## config.mk

```make
export PLATFORM = sky130hd
export DESIGN_NAME = knn_classifier_top
export DESIGN_NICKNAME = d
export VERILOG_FILES = /design/src/logic/knn_data_pkg.sv /design/src/logic/knn_ctrl_pkg.sv /design/src/logic/knn_insert_cell.sv /design/src/logic/knn_frame_ctrl.sv /design/src/logic/knn_vote_tally.sv /design/src/logic/knn_classifier_top.sv
export SDC_FILE = /design/constraint.sdc
export NUM_CORES = 1
export LEC_CHECK = 0
export ABC_AREA = 1
export BUFFER_PORTS_ARGS = -buffer_cell sky130_fd_sc_hd__buf_2
export CORE_MARGIN = 2
export CORE_UTILIZATION = 55
export DETAILED_ROUTE_END_ITERATION = 12
export GPL_ROUTABILITY_DRIVEN = 0
export PLACE_DENSITY = 0.78
export SLEW_MARGIN = 20
export SYNTH_ARGS = -nofsm -noshare
export SYNTH_HDL_FRONTEND = slang
export SYNTH_HIERARCHICAL = 1
export SYNTH_SLANG_ARGS = --single-unit
```

## constraint.sdc

```tcl
create_clock -name clk -period 12.2 [get_ports clk]
set_input_delay 2.44 -clock clk [delete_from_list [all_inputs] [get_ports clk]]
set_output_delay 2.44 -clock clk [all_outputs]
set_load 0.01 [all_outputs]
```

## src/logic/knn_data_pkg.sv

```systemverilog
// Payload widths for the k-NN core
// Labels are 4 bits wide, so at most 16 classes
// Vote counts are 8 bits wide, so K is limited to 255
package knn_data_pkg;

    // ========================================================
    // Field widths
    // ========================================================

    // Precomputed distance from the host side
    parameter int DIST_W = 16;

    // Class label of one training sample
    parameter int LABEL_W = 4;

    // Votes gathered by one class
    parameter int COUNT_W = 8;

    // ========================================================
    // Vector types
    // ========================================================

    // One distance on the stream or in a cell
    typedef logic [DIST_W-1:0] dist_t;

    // One class label
    typedef logic [LABEL_W-1:0] label_t;

    // Number of kept neighbours that carry one label
    typedef logic [COUNT_W-1:0] count_t;

endpackage

```

## src/logic/knn_ctrl_pkg.sv

```systemverilog
// State encodings for the frame controller and the vote unit
// Both FSMs reset into their idle state
package knn_ctrl_pkg;

    // Frame controller
    // IDLE waits for start, ACCEPT takes the stream
    // FLUSH lets the chain settle, WAIT_VOTE waits for the result
    typedef enum logic [1:0] {
        IDLE      = 2'd0,
        ACCEPT    = 2'd1,
        FLUSH     = 2'd2,
        WAIT_VOTE = 2'd3
    } frame_state_t;

    // Vote unit
    // Idle literal carries a prefix to stay apart from the frame IDLE
    typedef enum logic [1:0] {
        VOTE_IDLE = 2'd0,
        SCAN      = 2'd1,
        REPORT    = 2'd2
    } vote_state_t;

endpackage

```

## src/logic/knn_insert_cell.sv

```systemverilog
// One stage of the sorted k-best chain, at most one candidate per cycle
// Equal distances are ordered by arrival index, earlier sample ahead
module knn_insert_cell
    import knn_data_pkg::*;
#(
    parameter int SEQ_W = 4
) (
    input  logic             clk,
    input  logic             rst_n,
    input  logic             clear,
    input  logic             in_valid,
    input  dist_t            in_dist,
    input  label_t           in_label,
    input  logic [SEQ_W-1:0] in_seq,
    output logic             out_valid,
    output dist_t            out_dist,
    output label_t           out_label,
    output logic [SEQ_W-1:0] out_seq,
    output logic             held_valid,
    output label_t           held_label
);

    dist_t            held_dist;
    logic [SEQ_W-1:0] held_seq;
    logic             cand_wins;
    logic             take_cand;

    // Strictly smaller distance, or same distance from an earlier sample
    // Displaced entries can arrive behind later equal ones
    assign cand_wins = (in_dist < held_dist) ||
                       ((in_dist == held_dist) && (in_seq < held_seq));

    // Empty cell always keeps the candidate
    assign take_cand = in_valid && (!held_valid || cand_wins);

    // Occupancy and outgoing strobe
    always_ff @(posedge clk or negedge rst_n) begin
        if (!rst_n) begin
            held_valid <= 1'b0;
            out_valid  <= 1'b0;
        end else if (clear) begin
            held_valid <= 1'b0;
            out_valid  <= 1'b0;
        end else begin
            if (in_valid) begin
                held_valid <= 1'b1;
            end
            // Something moves on only if this cell was already full
            out_valid <= in_valid && held_valid;
        end
    end

    // Kept entry and the entry passed to the next cell
    always_ff @(posedge clk) begin
        if (take_cand) begin
            held_dist  <= in_dist;
            held_label <= in_label;
            held_seq   <= in_seq;
        end
        if (in_valid) begin
            if (take_cand) begin
                // Old entry moves one place down
                out_dist  <= held_dist;
                out_label <= held_label;
                out_seq   <= held_seq;
            end else begin
                out_dist  <= in_dist;
                out_label <= in_label;
                out_seq   <= in_seq;
            end
        end
    end

endmodule

```

## src/logic/knn_frame_ctrl.sv

```systemverilog
// Accepts exactly NUM_SAMPLES beats per frame, then holds dist_ready low
// A start outside IDLE is ignored
module knn_frame_ctrl
    import knn_data_pkg::*;
    import knn_ctrl_pkg::*;
#(
    parameter int K           = 5,
    parameter int NUM_SAMPLES = 12,
    parameter int SEQ_W       = 4
) (
    input  logic             clk,
    input  logic             rst_n,
    input  logic             start,
    input  logic             dist_valid,
    input  dist_t            dist_data,
    input  label_t           dist_label,
    input  logic             result_valid,
    output logic             dist_ready,
    output logic             chain_clear,
    output logic             feed_valid,
    output dist_t            feed_dist,
    output label_t           feed_label,
    output logic [SEQ_W-1:0] feed_seq,
    output logic             vote_start
);

    // Flush counter runs 0..K, so K+1 cycles in FLUSH
    localparam int FLUSH_W = $clog2(K + 2);

    frame_state_t       state;
    logic [SEQ_W-1:0]   sample_cnt;
    logic [FLUSH_W-1:0] flush_cnt;
    logic               accept;
    logic               last_beat;
    logic               flush_done;

    // ========================================================
    // Handshake and decodes
    // ========================================================

    // Ready as a level for the whole open frame
    assign dist_ready = (state == ACCEPT);
    assign accept     = dist_valid && dist_ready;

    // Current beat is the NUM_SAMPLES-th one
    assign last_beat  = (sample_cnt == SEQ_W'(NUM_SAMPLES - 1));

    // Last candidate has left the final cell by now
    assign flush_done = (flush_cnt == FLUSH_W'(K));

    // Chain empties on the same edge that opens the frame
    assign chain_clear = (state == IDLE) && start;

    // ========================================================
    // Frame FSM
    // ========================================================
    always_ff @(posedge clk or negedge rst_n) begin
        if (!rst_n) begin
            state      <= IDLE;
            sample_cnt <= '0;
            flush_cnt  <= '0;
            feed_valid <= 1'b0;
            vote_start <= 1'b0;
        end else begin
            // Each accepted beat shows up on the feed one cycle later
            feed_valid <= accept;
            vote_start <= 1'b0;

            case (state)
                IDLE: begin
                    if (start) begin
                        state      <= ACCEPT;
                        sample_cnt <= '0;
                    end
                end

                ACCEPT: begin
                    if (accept) begin
                        sample_cnt <= sample_cnt + 1'b1;
                        // Ready drops from the next cycle
                        if (last_beat) begin
                            state     <= FLUSH;
                            flush_cnt <= '0;
                        end
                    end
                end

                FLUSH: begin
                    flush_cnt <= flush_cnt + 1'b1;
                    if (flush_done) begin
                        state      <= WAIT_VOTE;
                        vote_start <= 1'b1;
                    end
                end

                WAIT_VOTE: begin
                    // Result pulse closes the frame
                    if (result_valid) begin
                        state <= IDLE;
                    end
                end

                default: begin
                    state <= IDLE;
                end
            endcase
        end
    end

    // ========================================================
    // Feed register
    // ========================================================

    // Arrival index travels along as the tie breaker
    always_ff @(posedge clk) begin
        if (accept) begin
            feed_dist  <= dist_data;
            feed_label <= dist_label;
            feed_seq   <= sample_cnt;
        end
    end

endmodule

```

## src/logic/knn_vote_tally.sv

```systemverilog
// Scans one class per cycle, NUM_CLASSES cycles, then one REPORT cycle
// Labels at or above NUM_CLASSES are never counted
module knn_vote_tally
    import knn_data_pkg::*;
    import knn_ctrl_pkg::*;
#(
    parameter int K           = 5,
    parameter int NUM_CLASSES = 4
) (
    input  logic                 clk,
    input  logic                 rst_n,
    input  logic                 vote_start,
    input  logic [K-1:0]         cell_valid,
    input  logic [K*LABEL_W-1:0] cell_labels,
    output logic                 result_valid,
    output label_t               result_label,
    output count_t               result_count
);

    vote_state_t state;
    label_t      class_idx;
    count_t      class_votes;
    count_t      best_count;
    label_t      best_label;
    logic        last_class;

    assign last_class = (class_idx == label_t'(NUM_CLASSES - 1));

    // ========================================================
    // Votes for the class under scan
    // ========================================================

    // Only occupied cells vote
    always_comb begin
        class_votes = '0;
        for (int i = 0; i < K; i++) begin
            if (cell_valid[i] && (cell_labels[i*LABEL_W +: LABEL_W] == class_idx)) begin
                class_votes = class_votes + count_t'(1);
            end
        end
    end

    // ========================================================
    // Vote FSM
    // ========================================================
    always_ff @(posedge clk or negedge rst_n) begin
        if (!rst_n) begin
            state        <= VOTE_IDLE;
            class_idx    <= '0;
            result_valid <= 1'b0;
        end else begin
            result_valid <= 1'b0;

            case (state)
                VOTE_IDLE: begin
                    if (vote_start) begin
                        state     <= SCAN;
                        class_idx <= '0;
                    end
                end

                SCAN: begin
                    class_idx <= class_idx + 1'b1;
                    if (last_class) begin
                        state <= REPORT;
                    end
                end

                REPORT: begin
                    // Single-cycle result strobe
                    result_valid <= 1'b1;
                    state        <= VOTE_IDLE;
                end

                default: begin
                    state <= VOTE_IDLE;
                end
            endcase
        end
    end

    // ========================================================
    // Running best and result registers
    // ========================================================
    always_ff @(posedge clk) begin
        case (state)
            VOTE_IDLE: begin
                if (vote_start) begin
                    best_count <= '0;
                    best_label <= '0;
                end
            end

            SCAN: begin
                // Strictly greater, so a tie stays with the lower label
                if (class_votes > best_count) begin
                    best_count <= class_votes;
                    best_label <= class_idx;
                end
            end

            REPORT: begin
                result_label <= best_label;
                result_count <= best_count;
            end

            default: begin
                best_count <= best_count;
            end
        endcase
    end

endmodule

```

## src/logic/knn_classifier_top.sv

```systemverilog
// NUM_SAMPLES must be at least K, NUM_CLASSES at most 16
// result_valid follows the last accepted beat by K + NUM_CLASSES + 3 cycles
module knn_classifier_top
    import knn_data_pkg::*;
#(
    parameter int K           = 5,
    parameter int NUM_SAMPLES = 12,
    parameter int NUM_CLASSES = 4
) (
    input  logic   clk,
    input  logic   rst_n,
    input  logic   start,
    input  logic   dist_valid,
    input  dist_t  dist_data,
    input  label_t dist_label,
    output logic   dist_ready,
    output logic   result_valid,
    output label_t result_label,
    output count_t result_count
);

    // Arrival index width, wide enough for NUM_SAMPLES
    localparam int SEQ_W = $clog2(NUM_SAMPLES + 1);

    logic chain_clear;
    logic vote_start;

    // Chain links, entry i feeds cell i
    // Entry K is what drops off the end
    logic [K:0]       chain_valid;
    dist_t            chain_dist  [0:K];
    label_t           chain_label [0:K];
    logic [SEQ_W-1:0] chain_seq   [0:K];

    // Kept neighbours towards the vote unit
    logic [K-1:0]         cell_valid;
    logic [K*LABEL_W-1:0] cell_labels;

    // ========================================================
    // Frame control
    // ========================================================
    knn_frame_ctrl #(
        .K           (K),
        .NUM_SAMPLES (NUM_SAMPLES),
        .SEQ_W       (SEQ_W)
    ) u_frame_ctrl (
        .clk          (clk),
        .rst_n        (rst_n),
        .start        (start),
        .dist_valid   (dist_valid),
        .dist_data    (dist_data),
        .dist_label   (dist_label),
        .result_valid (result_valid),
        .dist_ready   (dist_ready),
        .chain_clear  (chain_clear),
        .feed_valid   (chain_valid[0]),
        .feed_dist    (chain_dist[0]),
        .feed_label   (chain_label[0]),
        .feed_seq     (chain_seq[0]),
        .vote_start   (vote_start)
    );

    // ========================================================
    // Insertion chain, cell 0 holds the nearest neighbour
    // ========================================================
    for (genvar i = 0; i < K; i++) begin : g_cell
        knn_insert_cell #(
            .SEQ_W (SEQ_W)
        ) u_cell (
            .clk        (clk),
            .rst_n      (rst_n),
            .clear      (chain_clear),
            .in_valid   (chain_valid[i]),
            .in_dist    (chain_dist[i]),
            .in_label   (chain_label[i]),
            .in_seq     (chain_seq[i]),
            .out_valid  (chain_valid[i+1]),
            .out_dist   (chain_dist[i+1]),
            .out_label  (chain_label[i+1]),
            .out_seq    (chain_seq[i+1]),
            .held_valid (cell_valid[i]),
            .held_label (cell_labels[i*LABEL_W +: LABEL_W])
        );
    end

    // ========================================================
    // Majority vote
    // ========================================================
    knn_vote_tally #(
        .K           (K),
        .NUM_CLASSES (NUM_CLASSES)
    ) u_vote_tally (
        .clk          (clk),
        .rst_n        (rst_n),
        .vote_start   (vote_start),
        .cell_valid   (cell_valid),
        .cell_labels  (cell_labels),
        .result_valid (result_valid),
        .result_label (result_label),
        .result_count (result_count)
    );

endmodule

```

; Word-level counts from Yosys, hierarchy flattened
; Cells that the tools add are included.
; W data, S select, Z words.
[word_totals]
ff_bits = 291
in_bits = 24
output_inout_bits = 14
[op_classes]
addsub = 7
n_lt_le_gt_ge = 11
eq_ne = 26
muxes = 56
n_reduce_logical = 52
[ops]
columns = operator, count
row1 = $eq A16 B16 Y1, 5
row2 = $lt A16 B16 Y1, 5
row3 = $mux W16, 4
row4 = $mux W4, 12
row5 = $mux W8, 6
row6 = $add A8 B1 Y8 const B, 3
row7 = $pmux W4 S2, 3
row8 = $logic_and A1 B1 Y1, 21
row9 = $eq A4 B4 Y1, 5
row10 = $lt A4 B4 Y1, 5
row11 = $mux W1, 18
row12 = $pmux W8 S2, 1
row13 = $reduce_bool A2 Y1, 8
row14 = $mux W2, 7
row15 = $logic_or A1 B1 Y1, 10
row16 = $reduce_and A3 Y1, 3
row17 = $add A4 B1 Y4 const B, 2
row18 = $gt A8 B8 Y1, 1
row19 = $ne A2 B1 Y1 const B, 4
row20 = $ne A2 B2 Y1 const B, 4
row21 = $pmux W2 S4, 1
row22 = $eq A2 B2 Y1 const B, 3
row23 = $mux W3, 2
row24 = $pmux W3 S2, 1
row25 = 11 further kinds, 18

; Depth between registers and ports, before layout
[logic_depth]
depth_word = 14
depth_mapped = 26

; Cells and area by module
; Netlist, hierarchy kept.
[by_module_without_submodules]
columns = mod, n_inst, cells_each, area_each_um2, seq_area_each_um2
row1 = knn_insert_cell, 5, 222, 2442.3, 1491.4
row2 = knn_vote_tally, 1, 207, 1684.1, 715.7
row3 = knn_frame_ctrl, 1, 109, 1426.4, 996.0

; Least setup slack after synthesis
; Ideal clock, no wire load.
[synth_path]
path_type = reg2reg
from = register u_vote_tally.class_idx[3]
to = register u_vote_tally.best_count[0] (enable)
setup_time_ns = 0.389
arrival_time_ns = 4.221
setup_slack_ns = 7.591
path_stages_with_launch = 26
path_buffers = 1
period_less_slack_ns = 4.609
cell_sequence = dfrtp_1 buf_6 inv_4 nor2_1 a211oi_1 nand2_1 nor4_1 ha_1 inv_1 nand4_1 nand2_1 ha_1 or2_0 nand2_2 inv_1 ha_1 or2_1 nand2_1 inv_1 ha_1 inv_1 o21bai_1 a21oi_1 o21ai_0 o21ai_0 a21boi_0
[synth_between]
elab_chain_len = 14
[synth_lines]
columns = item, line
row1 = from (decl), knn_vote_tally.sv:21  ; label_t class_idx;
row2 = from (signal assigned), knn_vote_tally.sv:63  ; class_idx <= class_idx + 1'b1;
row3 = $eq A4 B4 Y1, knn_vote_tally.sv:37  ; if (cell_valid[i] && (cell_labels[i*LABEL_W +: LABEL_W] == class_idx)) begin
row4 = $logic_and A1 B1 Y1, knn_vote_tally.sv:37
row5 = $mux W1, knn_vote_tally.sv:37
row6 = $add A1 B1 Y2, knn_vote_tally.sv:38  ; class_votes = class_votes + count_t'(1);
row7 = $mux W8, knn_vote_tally.sv:37
row8 = $add A8 B1 Y8, knn_vote_tally.sv:38
row9 = $mux W8, knn_vote_tally.sv:37
row10 = $add A8 B1 Y8, knn_vote_tally.sv:38
row11 = $mux W8, knn_vote_tally.sv:37
row12 = $add A8 B1 Y8, knn_vote_tally.sv:38
row13 = $mux W8 (*), knn_vote_tally.sv:37
row14 = net u_vote_tally.class_votes[1], knn_vote_tally.sv:22  ; count_t class_votes;
row15 = $gt A8 B8 Y1 (*), knn_vote_tally.sv:96  ; if (class_votes > best_count) begin
row16 = $ne A2 B1 Y1 (no source line) (*), -
row17 = $reduce_and A3 Y1 (no source line) (*), -
row18 = to (signal assigned), knn_vote_tally.sv:97  ; best_count <= class_votes;
row19 = to (signal assigned), knn_vote_tally.sv:108  ; best_count <= best_count;
row20 = to (decl), knn_vote_tally.sv:23  ; count_t best_count;
; Mark *: on every way through the listed nets, which the timed path passes. The rest lies on a longest branch.
; A chain may end at the register's enable or synchronous reset.

; Final worst setup path
[layout_path]
from = register u_vote_tally.class_idx[0]
to = register u_vote_tally.best_count[3] (enable)
; Same word-level chain as after synthesis.

==> results by group <==
Cells and area
  • Non-Filler Instances: 1709
  • Register Area: 8426 µm²
  • Layout cell share with drive strength beyond 1: 12.33%
  • Layout Utilization: 61.74%
  • Fillcell total: 1900
  • Area of the multi-input gates: 4731 µm²
  • Area Growth Syn to Fin: 9.682%
  • Diode count: 0
  • Nets: 1495

Placement
  • Port Buffers: 34
  • Inst Count DP: 1656
  • Dpl hpwl: 16760 µm

Drt
  • Wirelength per Cell: 14.16 µm
  • Via count: 8921
  • Post-Route WL: 24200 µm
  • Final ANT Viol Nets: 0
  • DR vias/cell: 5.220
  • Drt first pass iters: 5
  • Initial drt markers: 615
  • DR DRC count: 0

Die
  • FP Rows: 58
  • Starting Density: 56.29%
  • Die W: 164.8 µm
  • Die Ht: 164.8 µm
  • Core area: 25250 µm²
  • IO Count: 38
  • Die area: 27150 µm²

Timing
  • FMAX: 197.3 MHz
  • Crit path time final: 5.069 ns
  • Max-slew violation count: 0
  • Tcrit/Tclk final: 41.55%
  • Hold Fails Final Rpt: 0
  • Final setup fails: 0
  • Fin Setup TNS: 0 ns
  • Worst clock skew: 0.01169 ns
  • RSZ-0062 raised after global routing: no
  • Worst slew pin tran: 1.013 ns
  • Hold WS: 0.4178 ns
  • Relative slew slack: 32.46%

Clock network
  • Total CTS buffers: 29
  • Root buf cell: clkbuf_16
  • Reg clk slew, reported paths: 0.06 ns
  • Htree depth: 1
  • Setup Fix Bufs, Post-CTS: 0
  • CTS max path bufs: 3
  • CTS Sinks: 285
  • CTS tree: built
  • Cells resized by post-CTS repair: 0
  • Clock Latency Late Sink: 0.53 ns
  • CTS Hold Bufs: 0

Logic synthesis
  • Synthesized area per cell: 10.74 µm²
  • Synth Cell Area: 14210 µm²
  • Syn. warnings: 6
  • Mapped Cells: 1323

Worst setup path
  • CP Data Required Time: 12.36 ns
  • Setup crit end kind: register
  • Setup crit start kind: register
  • WP data arrival: 5.23 ns
  • CP Class: reg -> reg
  • Critical Path Fanout Max: 9

Pwr
  • Pwr dens: 166.7 nW/µm²
  • Peak VDD IR: 0.1563 mV
  • Lkg Pwr: 6.987 nW

Global routing
  • Total Routing Usage GR: 18.73%
  • Overflow after GRT: 0
  • Initial antenna violation count: 0
  • First-pass GRT wire length: 41010 µm
  • Vias in the first global route: 8600
  • Largest net degree at the start of global routing: 51

Worst hold path
  • Worst hold path type: reg -> reg

Run
  • Max Cap Viol: 0

Outcome
  • Status: finished, final reports clean
[flip-flops by register name (all words and copies together), names as in the netlist, 16 cells and up]
name / flops
g_cell.u_cell/held_dist: 80
u_frame_ctrl/feed_dist: 16
g_cell.u_cell/out_dist: 64
g_cell.u_cell/held_label: 20
g_cell.u_cell/out_seq: 16
g_cell.u_cell/held_seq: 20
g_cell.u_cell/out_label: 16
[path summary, 6_finish.rpt]
kind,from,endpoint,slack (ns),cells past startpoint
max reg2reg,u_vote_tally/class_idx[0],u_vote_tally/best_count[3],7.13,24
min in group asynchronous,rst_n,g_cell[4].u_cell/held_valid,1.95,1
min reg2reg,g_cell[3].u_cell/out_label[1],g_cell[4].u_cell/held_label[1],0.42,0
min,g_cell[3].u_cell/out_label[1],g_cell[4].u_cell/held_label[1],0.42,0
max,u_vote_tally/class_idx[0],u_vote_tally/best_count[3],7.13,24
max in group asynchronous,rst_n,u_frame_ctrl/feed_valid,9.72,1
[per-stage QoR]
stage	area [µm²]	total power, mW	worst slack, ns
2_1_floorplan	14230	1.537	7.591
3_3_place_gp	14510	1.601	7.150
3_5_place_dp	14510	1.625	6.891
4_1_cts	15590	2.621	6.843
5_1_grt	15590	2.719	6.711
6_report	15590	2.599	7.131
[power breakdown]
part	switching [mW]	leakage (nW)	internal [mW]	total, mW
sequential	0.0730	2.71	1.18	1.26
clock	0.347	0.524	0.643	0.990
combinational	0.233	3.76	0.121	0.354
total	0.652	6.99	1.95	2.60
[worst max-delay path: stages (launching register included)]
cell and delay (ns):
dfrtp_1 0.45, inv_2 0.18, o21ai_0 0.10, a211oi_1 0.19
nand2_1 0.08, nor4_1 0.36, ha_1 0.36, inv_1 0.09
nand4_1 0.15, nand2_1 0.12, ha_1 0.22, or2_0 0.23
nand2_2 0.10, inv_1 0.05, ha_1 0.27, or2_1 0.23
nand2_1 0.09, inv_1 0.05, ha_1 0.28, inv_1 0.04
o21bai_1 0.12, a21oi_1 0.08, o21ai_0 0.13, o21ai_0 0.11
a21boi_1 0.62
[layer usage]
layer | global-route usage (%) | share of wire (%) | vias up
met5 | 0 | 0 | -
met4 | 4.901 | 2.0 | 0
met3 | 2.511 | 4.5 | 46
met2 | 31.72 | 49 | 216
met1 | 25.73 | 44 | 4208
li1 | - | - | 4451
[placed cells by master, fill, tap and decap left out, types with 10 or more instances in the layout]
cell,instances
o21ai_0,19
bufinv_16,10
ha_1,114
edfxtp_1,258
nor2_1,43
nor2_2,15
inv_1,192
clkbuf_16,29
a21oi_1,47
dfrtp_1,25
buf_2,34
nand3_1,114
nand2_2,45
nand2_1,337
[final cells by class]
class                      instances  share of cell area (%)
clock inverter                    20                   2.183
timing repair buffer              36                   1.188
sequential                       285                   54.04
multi-input combinational        805                   30.34
inverter                         200                   4.847
tap                              330                   2.648
clock buffer                      33                   4.751
No activity file was read; power rests on OpenSTA's default activity.
